==> src/logic/filter_pkg.sv <==
`default_nettype none

package filter_pkg;

    localparam int sample_w     = 16;
    localparam int coef_w       = 17;
    localparam int num_taps     = 32;
    localparam int tap_idx_w    = 5;
    localparam int num_banks    = 4;
    localparam int bank_w       = 2;
    localparam int acc_w        = 40;
    localparam int result_shift = 16;   // 32 taps of 0x800 sum to 1.0

    // symmetric low-pass set, tap 0 first
    localparam logic signed [coef_w-1:0] lowpass_coefs [num_taps] = '{
        17'h1FFFE, 17'h1FFF6, 17'h1FFDC, 17'h1FF9E,
        17'h1FF2A, 17'h1FE82, 17'h1FDCD, 17'h1FD70,
        17'h1FE07, 17'h00044, 17'h004AE, 17'h00B4E,
        17'h01380, 17'h01BF4, 17'h022F7, 17'h026F2,
        17'h026F2, 17'h022F7, 17'h01BF4, 17'h01380,
        17'h00B4E, 17'h004AE, 17'h00044, 17'h1FE07,
        17'h1FD70, 17'h1FDCD, 17'h1FE82, 17'h1FF2A,
        17'h1FF9E, 17'h1FFDC, 17'h1FFF6, 17'h1FFFE
    };

    function automatic logic signed [coef_w-1:0] default_coef(
        input logic [bank_w-1:0]    bank,
        input logic [tap_idx_w-1:0] tap
    );
        logic signed [coef_w-1:0] value;
        case (bank)
            2'd0:    value = 17'h00800;   // unity gain
            2'd1:    value = 17'h00400;   // half gain
            2'd2:    value = lowpass_coefs[tap];
            default: value = '0;
        endcase
        return value;
    endfunction

endpackage

`default_nettype wire

==> src/logic/fir_mac.sv <==
`default_nettype none

module fir_mac
    import filter_pkg::*;
(
    input  logic                        sys_clk,
    input  logic                        rst_n,
    input  logic                        fir_start,
    input  logic signed [sample_w-1:0]  sample,
    input  logic signed [coef_w-1:0]    coef,
    output logic [tap_idx_w-1:0]        tap,
    output logic                        busy,
    output logic signed [sample_w-1:0]  filter_data
);
    logic signed [sample_w-1:0]         history [num_taps];   // [0] is newest
    logic signed [acc_w-1:0]            acc;
    logic signed [sample_w+coef_w-1:0]  product;
    logic                               start;
    logic                               last_tap;

    assign start   = fir_start && !busy;
    assign product = history[tap] * coef;

    always_ff @(posedge sys_clk) begin
        if (!rst_n) begin
            for (int i = 0; i < num_taps; i++) begin
                history[i] <= '0;
            end
        end else if (start) begin
            history[0] <= sample;
            for (int i = 1; i < num_taps; i++) begin
                history[i] <= history[i-1];
            end
        end
    end

    always_ff @(posedge sys_clk) begin
        if (start) begin
            acc <= '0;
        end else if (busy && !last_tap) begin
            acc <= acc + acc_w'(product);
        end
    end

    always_ff @(posedge sys_clk) begin
        if (!rst_n) begin
            busy        <= 1'b0;
            tap         <= '0;
            last_tap    <= 1'b0;
            filter_data <= '0;
        end else if (start) begin
            busy     <= 1'b1;
            tap      <= '0;
            last_tap <= 1'b0;
        end else if (last_tap) begin
            filter_data <= acc[result_shift +: sample_w];   // arithmetic shift, low 16 bits
            busy        <= 1'b0;
            last_tap    <= 1'b0;
        end else if (busy) begin
            tap <= tap + 1'b1;
            if (tap == tap_idx_w'(num_taps - 1)) begin
                last_tap <= 1'b1;
            end
        end
    end

endmodule

`default_nettype wire

==> config.mk <==
export PLATFORM = sky130hd
export DESIGN_NAME = fir_mac
export DESIGN_NICKNAME = d
export VERILOG_FILES = /design/src/logic/filter_pkg.sv /design/src/logic/fir_mac.sv
export SDC_FILE = /design/constraint.sdc
export NUM_CORES = 2
export LEC_CHECK = 0
export BUFFER_PORTS_ARGS = -buffer_cell sky130_fd_sc_hd__buf_4
export CAP_MARGIN = 20
export CORE_ASPECT_RATIO = 1.5
export CORE_MARGIN = 2
export CORE_UTILIZATION = 62
export CTS_CLUSTER_DIAMETER = 120
export CTS_CLUSTER_SIZE = 8
export DETAILED_ROUTE_END_ITERATION = 12
export GPL_ROUTABILITY_DRIVEN = 0
export PLACE_DENSITY = 0.86
export SYNTH_ARGS = -nofsm -noshare
export SYNTH_HDL_FRONTEND = slang
export SYNTH_SLANG_ARGS = --single-unit
==> constraint.sdc <==
create_clock -name sys_clk -period 18.6 [get_ports sys_clk]
set_input_delay 1.86 -clock sys_clk [delete_from_list [all_inputs] [get_ports sys_clk]]
set_output_delay 1.86 -clock sys_clk [all_outputs]
set_load 0.02 [all_outputs]
==> flow_summary_export.csv <==
group,metric,value,unit
run_status,outcome,"finished, final reports clean",
routing,wl_per_cell,21.5,um
worst_setup_path,crit_path_max_incr_delay,0.78,ns
synth,async_reset_ff_share,0,%
clock_tree,holdBufCountCts,0,
place,place_inst,3491,
synth,ys.flop_type,"edfxtp_1",
synth,synth_mux_area_share,10.2,%
routing,vias,22000,
clock_tree,cts_setup_buffers,0,
worst_setup_path,worst_setup_path_end_kind,"flop",
worst_setup_path,cp_slowest_cell,"buf_4",
pwr,leakage,17.3,nW
global_route,gr-usage-all-layers,26.6,%
die,die-area,0.0606,mm^2
synth,avgSynthCellArea,12.9,um^2
clock_tree,cts_tree,"built",
synth,netlist_instances,2821,
final_layout,drive_gt1_share,12.1,%
routing,drt-vias-per-instance,6.09,
clock_tree,clk_pin_slew,0.05,ns
job,drv_cap,0,
synth,synth_edf_count,512,
clock_tree,ctsResizeCount,0,
final_layout,layout_commonest_cell,"edfxtp_1",
synth,synth-warning-count,0,
synth,syn-num-nets,3256,
synth,netlist_area,0.0364,mm^2
worst_setup_path,cp.required,19.10,ns
die,io_pins,58,
worst_setup_path,cp_data_arrival_time,10.46,ns
sta,rsz0062_at_grt,"false",
clock_tree,cts-htree-levels,3,
routing,drt_iter0_drc,2259,
global_route,grt-ovfl-total,0,
synth,synth_cell_types,52,
sta,maxSlewHeadroom,11.6,%
hold_path,hp-class,"reg -> reg",
synth,ys_seq_area_share,45.6,%
pwr,finalPower,0.00695,W
worst_setup_path,worst-path-buf-inv,5,
die,start_util,62.7,%
place,dp.final_hpwl,49800,um
sta,slew_violations,0,
sta,period_share,53.5,%
final_layout,antennaDiodeCount,0,
sta,finalSetupTns,0,ns
routing,drc,0,
global_route,grt_pass1_wl,126000,um
final_layout,final_net_count,3242,
die,die_height,301,um
clock_tree,cts.sinks,572,
synth,synthAdderAreaFrac,19.9,%
die,die_w,202,um
place,placement.cell_area,0.0372,mm^2
clock_tree,cts_made_buffers,81,
pwr,powerDensity,175,mW/mm^2
synth,synth_top_family_by_area,"adder cells",
global_route,grt_pass1_vias,23900,
worst_setup_path,startpoint_type,"flop",
place,port_buffers,57,
die,rows,108,
worst_setup_path,cp_max_fo,56,
sta,finalClockSkew,0.0336,ns
routing,drt-total-wl,77400,um
synth,synth-simple-area-share,15.0,%
sta,worst_pin_slew,1.33,ns
synth,synth_compound_area_share,2.52,%
clock_tree,clock_latency,0.64,ns
final_layout,final_cell_mix,"512 x edfxtp_1, 356 x inv_1, 300 x fa_1",
clock_tree,cts_buffer_depth,3,
pwr,ir_drop,0.250,mV
worst_setup_path,critPathKind,"reg -> reg",
die,coreArea,0.0580,mm^2
sta,fin_crit,9.96,ns
final_layout,final_cells,3608,
sta,fmax,0.100,GHz
sta,finalSetupViolCount,0,
routing,dr.pass1.iters,5,
final_layout,syn_to_final_growth,8.93,%
global_route,grt_max_degree,329,
routing,drtAntennaViolNets,0,
clock_tree,cts_root_buffer,"clkbuf_16",
synth,synth-seq-cells,572,
final_layout,stdcell_area,0.0396,mm^2
global_route,antenna_found_initial,0,
synth,synth_xor_area_share,0.915,%
worst_setup_path,cp_top_family,"adder cells",
worst_setup_path,crit_top_cell,"fa_1",
sta,hold_viol,0,
## layer usage
layer | global-route usage, % | vias to the layer above | share of wire [%]
met5 | 0 | - | 0
met4 | 11.4 | 0 | 3.6
met3 | 4.38 | 236 | 6.3
met2 | 45.7 | 903 | 52
met1 | 33.8 | 11300 | 38
li1 | - | 9573 | -
## layout make-up
class,count,area [um^2]
fillers,3739,18400
multi-input cells,1712,17700
flip-flops and latches,572,16600
clock buffers,107,2150
inverters,356,1340
well taps,770,963
repair buffers,84,736
clock inverters,7,155
## flip-flops by register name, indices dropped and copies added, names as in the netlist, named ones only
register,flops
busy,1
tap,5
history,512
acc,32
filter_data,16
last_tap,1
## final timing paths
| kind | slack (ns) | depth (start not counted) | startpoint | to |
|---|---|---|---|---|
| hold / removal | 0.46 | 2 | acc[15] | acc[15] |
| setup / recovery | 8.64 | 28 | flop | acc[30] |
| setup reg to reg | 8.64 | 28 | flop | acc[30] |
| hold reg to reg | 0.46 | 2 | acc[15] | acc[15] |
## cells by family (layout without fill, tap and decap cells)
| group | after synthesis | in the layout |
|---|---|---|
| DFF | 572 | 572 |
| buffers and inverters | 537 | 554 |
| muxes | 178 | 178 |
| xor gates and xnor gates | 38 | 38 |
| adders and majority gates | 399 | 399 |
| AOI/OAI and AO/OA | 138 | 138 |
| and+or+nand+nor | 959 | 959 |
## stage by stage
stage	util (%)	setup WS [ns]	hold WS [ns]
after CTS	68.2	8.67	0.458
after floorplan	-	4.18	0.432
after detailed placement	64.2	8.70	0.451
after global routing	68.3	8.02	0.487
final	68.3	8.64	0.461
after global placement	64.2	9.05	0.444
## power by group
part           leakage (nW)  switching (W)  internal, W
combinational          10.1        0.00228      0.00168
clock                  1.11       0.000558     0.000816
sequential             6.03      0.0000726      0.00154
## worst reg2reg max path, delay by kind of cell (launching register included)
kind	cells	cell delay, ns
simple gates	6	1.25
buf+inv	5	1.67
xor+xnor	1	0.16
flops	1	0.50
fa+ha+maj	7	3.18
compound gates	9	3.09
## cells in the mapped netlist, types with 5 or more instances
master | instances | area [um^2]
o21ai_0 | 20 | 100
nor2b_1 | 135 | 845
xor2_1 | 14 | 123
or2_2 | 7 | 43.8
a21o_1 | 21 | 158
buf_1 | 5 | 18.8
nand2b_1 | 31 | 194
buf_4 | 7 | 52.6
a211oi_1 | 6 | 45.0
nor2_1 | 32 | 120
and3_1 | 296 | 1850
ha_1 | 99 | 1240
mux4_1 | 7 | 184
mux4_2 | 143 | 3220
mux2i_1 | 19 | 190
nand3_1 | 11 | 55.1
a21oi_1 | 42 | 210
clkbuf_1 | 145 | 544
mux2_2 | 8 | 90.1
dfxtp_1 | 60 | 1200
edfxtp_1 | 512 | 15400
nand2_1 | 183 | 687
fa_1 | 300 | 6010
inv_1 | 356 | 1340
a21boi_0 | 17 | 128
buf_2 | 20 | 100
and2_1 | 252 | 1580
xnor2_1 | 24 | 210
No activity file was read; power rests on OpenSTA's default activity.
