===== src/logic/filter_pkg.sv =====
`default_nettype none

package filter_pkg;

    localparam int sample_w     = 16;
    localparam int coef_w       = 17;
    localparam int num_taps     = 32;
    localparam int tap_idx_w    = 5;
    localparam int num_banks    = 4;
    localparam int bank_w       = 2;
    localparam int acc_w        = 40;
    localparam int result_shift = 16;   // 32 taps of 0x800 sum to 1.0

    // symmetric low-pass set, tap 0 first
    localparam logic signed [coef_w-1:0] lowpass_coefs [num_taps] = '{
        17'h1FFFE, 17'h1FFF6, 17'h1FFDC, 17'h1FF9E,
        17'h1FF2A, 17'h1FE82, 17'h1FDCD, 17'h1FD70,
        17'h1FE07, 17'h00044, 17'h004AE, 17'h00B4E,
        17'h01380, 17'h01BF4, 17'h022F7, 17'h026F2,
        17'h026F2, 17'h022F7, 17'h01BF4, 17'h01380,
        17'h00B4E, 17'h004AE, 17'h00044, 17'h1FE07,
        17'h1FD70, 17'h1FDCD, 17'h1FE82, 17'h1FF2A,
        17'h1FF9E, 17'h1FFDC, 17'h1FFF6, 17'h1FFFE
    };

    function automatic logic signed [coef_w-1:0] default_coef(
        input logic [bank_w-1:0]    bank,
        input logic [tap_idx_w-1:0] tap
    );
        logic signed [coef_w-1:0] value;
        case (bank)
            2'd0:    value = 17'h00800;   // unity gain
            2'd1:    value = 17'h00400;   // half gain
            2'd2:    value = lowpass_coefs[tap];
            default: value = '0;
        endcase
        return value;
    endfunction

endpackage

`default_nettype wire


===== src/logic/sample_sequencer.sv =====
`default_nettype none

module sample_sequencer
    import filter_pkg::*;
#(
    parameter int sample_period = 500
) (
    input  logic sys_clk,
    input  logic rst_n,
    input  logic busy_x,
    input  logic busy_y,
    input  logic busy_z,
    output logic fir_start,
    output logic available,
    output logic data_interrupt
);
    typedef enum logic [1:0] {
        seq_idle,
        seq_filter,
        seq_hold
    } seq_state_t;

    // never shorter than one filter pass plus handshake
    localparam int period  = (sample_period > num_taps + 4) ? sample_period : num_taps + 5;
    localparam int timer_w = $clog2(period);

    logic [timer_w-1:0] timer;
    logic               tick;
    logic               any_busy;
    seq_state_t         state;

    assign tick     = (timer == timer_w'(period - 1));
    assign any_busy = busy_x | busy_y | busy_z;

    always_ff @(posedge sys_clk) begin
        if (!rst_n) begin
            timer <= '0;
        end else if (tick) begin
            timer <= '0;
        end else begin
            timer <= timer + 1'b1;
        end
    end

    always_ff @(posedge sys_clk) begin
        if (!rst_n) begin
            state          <= seq_idle;
            fir_start      <= 1'b0;
            available      <= 1'b1;
            data_interrupt <= 1'b0;
        end else begin
            fir_start      <= 1'b0;
            data_interrupt <= 1'b0;
            case (state)
                seq_idle: begin
                    if (tick && available && !any_busy) begin   // else tick is dropped
                        fir_start <= 1'b1;
                        available <= 1'b0;
                        state     <= seq_filter;
                    end
                end
                seq_filter: begin
                    state <= seq_hold;   // filters raise busy on this edge
                end
                seq_hold: begin
                    if (!any_busy) begin
                        available      <= 1'b1;
                        data_interrupt <= 1'b1;
                        state          <= seq_idle;
                    end
                end
                default: state <= seq_idle;
            endcase
        end
    end

endmodule

`default_nettype wire


===== config.mk =====
export PLATFORM = sky130hd
export DESIGN_NAME = sample_sequencer
export DESIGN_NICKNAME = d
export VERILOG_FILES = /design/src/logic/filter_pkg.sv /design/src/logic/sample_sequencer.sv
export SDC_FILE = /design/constraint.sdc
export NUM_CORES = 1
export LEC_CHECK = 0
export BUFFER_PORTS_ARGS = -buffer_cell sky130_fd_sc_hd__buf_4
export CAP_MARGIN = 40
export CORE_MARGIN = 5
export CORE_UTILIZATION = 35
export CTS_CLUSTER_DIAMETER = 30
export DETAILED_ROUTE_END_ITERATION = 8
export GPL_TIMING_DRIVEN = 0
export MAX_ROUTING_LAYER = met4
export PLACE_DENSITY = 0.63
export SLEW_MARGIN = 20
export SYNTH_ARGS = -nofsm -noshare
export SYNTH_HDL_FRONTEND = slang
export SYNTH_SLANG_ARGS = --single-unit

===== constraint.sdc =====
create_clock -name sys_clk -period 1.69 [get_ports sys_clk]
set_input_delay 0.4225 -clock sys_clk [delete_from_list [all_inputs] [get_ports sys_clk]]
set_output_delay 0.4225 -clock sys_clk [all_outputs]
set_load 0.01 [all_outputs]

==> results of run 1 <==
[flip-flops by register name (all words and copies together) (netlist names)]
signal,flops
available,1
data_interrupt,1
fir_start,1
state,2
timer,9
[where the power goes]
group          total [W]  switching [W]  leakage, nW  internal (W)
sequential      0.000340     0.00000408        0.113      0.000336
combinational  0.0000364      0.0000188        0.142     0.0000176
clock           0.000184       0.000101       0.0138     0.0000826
total           0.000560       0.000124        0.269      0.000436
[per-stage QoR]
stage | area, sq um | hold slack [ps] | setup WS, ps | total power, W | util [%]
after global placement | 699.4 | 443.2 | 163.3 | 0.0003838 | 40.95
after global routing | 721.9 | 472.9 | 186.7 | 0.0005901 | 42.27
after detailed placement | 699.4 | 450.9 | 166.3 | 0.0003843 | 40.95
after CTS | 721.9 | 457.0 | 264.4 | 0.0005748 | 42.27
after floorplan | 615.6 | 430.3 | 328.3 | 0.0003703 | -
final | 721.9 | 467.6 | 284.8 | 0.0005600 | 42.27
[per-layer routing]
metal | part of all wire (%) | global-route usage, %
met3 | 6.2 | 4.871
met4 | 2.7 | 7.424
met5 | 0 | -
met1 | 47 | 10.28
met2 | 44 | 14.85
[worst paths after layout]
path	startpoint	depth (start not counted)	endpoint	slack, ps
worst min register to register	timer[0]	1	timer[0]	470
worst max-delay path	timer[0]	4	timer[4]	280
worst max register to register	timer[0]	4	timer[4]	280
worst min-delay path	timer[0]	1	timer[0]	470
[logic make-up (layout without fill, tap and decap cells)]
kind of cell    Yosys count  in the layout  synth area share (%)
simple gates             30             30                 29.47
flops                    14             14                 45.53
compound gates           12             12                 14.23
buf+inv                   7             17                 4.471
xor+xnor                  3              3                 4.269
fa+ha+maj                 1              1                 2.032
[final cells by class]
type	instances	area, sq um	share of cell area, %
Multi-Input combinational cell	46	307.8	42.63
Buffer	2	8.758	1.213
Timing Repair Buffer	7	52.55	7.279
Tap cell	25	31.28	4.333
Inverter	5	18.77	2.600
Clock buffer	3	22.52	3.120
Sequential cell	14	280.3	38.82
[synth_stat cells, types with 2 or more instances]
cell type / n / area [sq um]
dfxtp_1: 14 / 280.3
a21oi_1: 2 / 10.01
xnor2_1: 3 / 26.28
nor2_1: 5 / 18.77
nand2_1: 5 / 18.77
and3_1: 3 / 18.77
nor2b_1: 2 / 12.51
nor4_1: 2 / 12.51
inv_1: 5 / 18.77
nand3_1: 4 / 20.02
nand4_1: 2 / 12.51
o21a_1: 3 / 22.52
[critical path: stages (launching register included)]
cell,delay (ps)
dfxtp_1,380
ha_1,300
nand4bb_4,160
o21ai_1,360
nor2_1,90
==> impl_metrics.yaml, run 1 <==
floorplanning:
  fp.dieH_microns: 51.94
  num_rows: 15
  initial_core_util_pct: 36.04
  coreArea_sq_um: 1708
  dieArea_sq_um: 2698
  die_w_microns: 51.94
  io_pins: 8
clocking:
  h-tree-depth: 1
  cts.sinks: 14
  root_buffer: "clkbuf_4"
  cts_tree: "yes"
  ctsResizeCount: 0
  insertion_delay_ps: 280
  ctsLongestPathBuffers: 2
  postCtsHoldBufs: 0
  cts.clk_slew.worst_paths_ps: 80
  post_cts.repair.setup_buffers: 0
  cts_buffers: 3
logic_synthesis:
  synth_ff_type: "dfxtp_1"
  syn-cell-area_sq_um: 615.6
  synth-edff-count: 0
  syn_inst: 67
  yosysWarnings: 0
  synth_area_per_cell_sq_um: 9.188
  synth_seq_cells: 14
  yosysSeqAreaShare_pct: 45.53
  async_flop_share_pct: 0
  synth_cell_type_count: 29
  syn_nets: 73
placement:
  portBuffers: 7
  gp_congestion: 0.7297
  place_inst: 99
  dp_hpwl_microns: 819.2
final_layout:
  final_cells: 102
  diodes: 0
  area_delta_synth_final_pct: 17.28
  n_fill_cell: 165
  final_cell_mix: "14 x dfxtp_1, 7 x buf_4, 5 x inv_1, 5 x nand2_1, 5 x nor2_1"
  drive_above_1_share_pct: 16.88
  layout_commonest_cell: "dfxtp_1"
  nets: 85
drt:
  drt_iter0_markers: 16
  wl_per_cell_microns: 11.16
  vias: 514
  drc: 0
  vias_per_cell: 5.039
  wirelength_microns: 1138
  ant_nets: 0
  firstDrtPassIters: 4
sta:
  fin_crit_ps: 1405
  maxSlewHeadroom_pct: 69.35
  clock.fmax_mhz: 711.7
  final.setup.tns_ps: 0
  period_share_pct: 83.15
  hold_viol: 0
  skew_ps: 2.055
  tightest_slew_ps: 455.5
  setup_viol: 0
  rsz0062_at_grt: "false"
  drv_slew: 0
power_and_ir_drop:
  ir_drop_mv: 0.5189
  power_per_cell_area_nw_per_um2: 775.6
  p_leak_nw: 0.2689
critical_path:
  cp.required_ps: 1850
  path_max_fanout: 5
  start_kind: "flop"
  arrival_ps: 1560
  endpoint_kind: "flop"
  crit_type: "reg2reg"
worst_hold_path:
  hp-class: "reg2reg"
global_route:
  grt_pass1_wl_microns: 1869
  grt_max_degree: 11
  antenna_found_initial: 0
  grt_pass1_vias: 437
  grt.overflow.total: 0
  grt_use_total_pct: 10.06
outcome:
  status: "finished, final reports clean"
run:
  cap_violations: 0
No activity file was read; power rests on OpenSTA's default activity.
==> run 2, diff against run 1 <==
==> constraint.sdc (replaced) <==
create_clock -name sys_clk -period 1.4 [get_ports sys_clk]
set_input_delay 0.35 -clock sys_clk [delete_from_list [all_inputs] [get_ports sys_clk]]
set_output_delay 0.35 -clock sys_clk [all_outputs]
set_load 0.01 [all_outputs]
==> run 2 against run 1 <==
Non-clock buffer count is 2 higher. Wire length is 10% higher. Power is 22% higher. First-iteration DRC count is 38% higher. Clock skew hardly changed. Cell area is 6.4% higher. Sequential share of layout area is 2.3 points lower. Sequential power is 22% higher. Critical path type unchanged. Highest routed layer unchanged.
==> impl_metrics.yaml, run 2 (synthesis results as in run 1) <==
outcome:
  status: "finished, final reports clean"
critical_path:
  crit_type: "reg2reg"
  endpoint_kind: "flop"
  cp.required_ps: 1580
  path_max_fanout: 5
  arrival_ps: 1510
  slowest_delay_ps: 430
  crit_chain: "ha_4 -> nand4bb_4 -> o21a_1 -> o221a_2"
  cp_slowest_cell: "dfxtp_1"
  start_kind: "flop"
placement:
  gp_congestion: 0.7297
  dp_hpwl_microns: 819.2
  portBuffers: 7
clocking:
  cts_tree: "yes"
  ctsLongestPathBuffers: 2
  h-tree-depth: 1
  cts.clk_slew.worst_paths_ps: 80
  root_buffer: "clkbuf_4"
  postCtsHoldBufs: 0
  cts_buffers: 3
  cts.sinks: 14
  insertion_delay_ps: 280
final_layout:
  drive_above_1_share_pct: 22.78
  largest_reg_flops: 9
  nets: 87
  diodes: 0
  largest-register: "timer"
  layout_commonest_cell: "dfxtp_1"
  fin_util_pct: 44.98
  final_cell_mix: "14 x dfxtp_1, 9 x buf_4, 5 x inv_1, 5 x nand2_1, 5 x nor2_1"
  reg_top3: "timer (9), state (2)"
  area_delta_synth_final_pct: 24.80
  seq_area_sq_um: 280.3
  n_fill_cell: 156
  multi_input_area_sq_um: 339.1
sta:
  drv_slew: 0
  period_share_pct: 95.51
  hold_viol: 0
  clock.fmax_mhz: 747.8
  setup_viol: 0
  final.setup.tns_ps: 0
  tightest_slew_ps: 458.1
  skew_ps: 2.007
  rsz0062_at_grt: "false"
  fin_crit_ps: 1337
  maxSlewHeadroom_pct: 69.18
global_route:
  grt_max_degree: 11
  grt.overflow.total: 0
  grt_use_total_pct: 10.06
  antenna_found_initial: 0
  grt_pass1_wl_microns: 1869
  grt_pass1_vias: 437
drt:
  drt_iter0_markers: 22
  firstDrtPassIters: 4
  wl_per_cell_microns: 12.04
  vias_per_cell: 5.067
  drc: 0
  wirelength_microns: 1252
  vias: 527
  ant_nets: 0
floorplanning:
  num_rows: 15
  coreArea_sq_um: 1708
  fp.dieH_microns: 51.94
  initial_core_util_pct: 36.04
  io_pins: 8
  die_w_microns: 51.94
  dieArea_sq_um: 2698
power_and_ir_drop:
  ir_drop_mv: 0.6013
  p_sw_share_pct: 22.79
  p_seq_share_pct: 60.3
  p_leak_nw: 0.2775
  combPwrFrac_pct: 7.0
  power_per_cell_area_nw_per_um2: 892.0
  p_switching_w: 0.0001562
  clkPwrFrac_pct: 32.7
  internal_power_w: 0.0005291
run:
  cap_violations: 0
worst_hold_path:
  hp-class: "in2reg"
==> run 2: cell type report <==
class / instances / share of cell area, %
tap: 25 / 4.072
sequential: 14 / 36.48
clock buffer: 3 / 2.932
multi-input combinational: 46 / 44.14
buffer: 2 / 1.140
timing repair buffer: 9 / 8.795
inverter: 5 / 2.443
==> run 2: timing repair <==
| item | CTS | global route |
|---|---|---|
| pin swaps | 0 | 1 |
| setup buffers | 0 | 2 |
| resized for setup | 1 | 4 |
| endpoints found under the setup margin | 3 | 4 |
| cloned | 0 | 0 |
==> run 2: power groups by stage <==
| stage | combinational [W] | sequential [W] | clock (W) |
|---|---|---|---|
| after floorplan | 0.0000284 | 0.000419 | 0 |
| after global placement | 0.0000441 | 0.000419 | 0 |
| after detailed placement | 0.0000444 | 0.000419 | 0 |
| after CTS | 0.0000454 | 0.000410 | 0.000239 |
| after global routing | 0.0000540 | 0.000414 | 0.000252 |
| final | 0.0000478 | 0.000414 | 0.000224 |
==> run 2: path summary, 6_finish.rpt <==
check                 from       end  slack (ps)  depth (start not counted)
hold reg to reg   timer[7]  timer[7]         500                          2
hold / removal       rst_n  timer[0]         370                          3
setup / recovery  timer[0]  timer[6]          60                          4
setup reg to reg  timer[0]  timer[6]          60                          4
==> run 2: routing by layer <==
layer	share of wire, %	vias to the layer above	wire length, microns	track usage (%)
li1	-	265	-	-
met1	46	241	581	10.28
met2	45	17	560	14.85
met3	7.0	4	88	4.871
met4	1.8	0	22	7.424
met5	0	-	0	-
==> run 2: critical path, delay by kind of cell, from the launching register on <==
family	cells	cell delay [ps]
compound gates	2	440
flops	1	430
fa+ha+maj	1	200
simple gates	1	170
==> run 2: metrics by stage <==
step / power [W] / instance area [sq um] / hold WS, ps / std cells / setup slack [ps]
4_1_cts: 0.0006945 / 725.7 / 352.7 / 102 / 5.197
6_report: 0.0006853 / 768.2 / 366.2 / 104 / 62.82
3_3_place_gp: 0.0004633 / 699.4 / 443.2 / 99 / -54.24
2_1_floorplan: 0.0004470 / 615.6 / 430.3 / 67 / 110.8
5_1_grt: 0.0007195 / 768.2 / 364.9 / 104 / 4.235
3_5_place_dp: 0.0004639 / 699.4 / 450.9 / 99 / -51.22
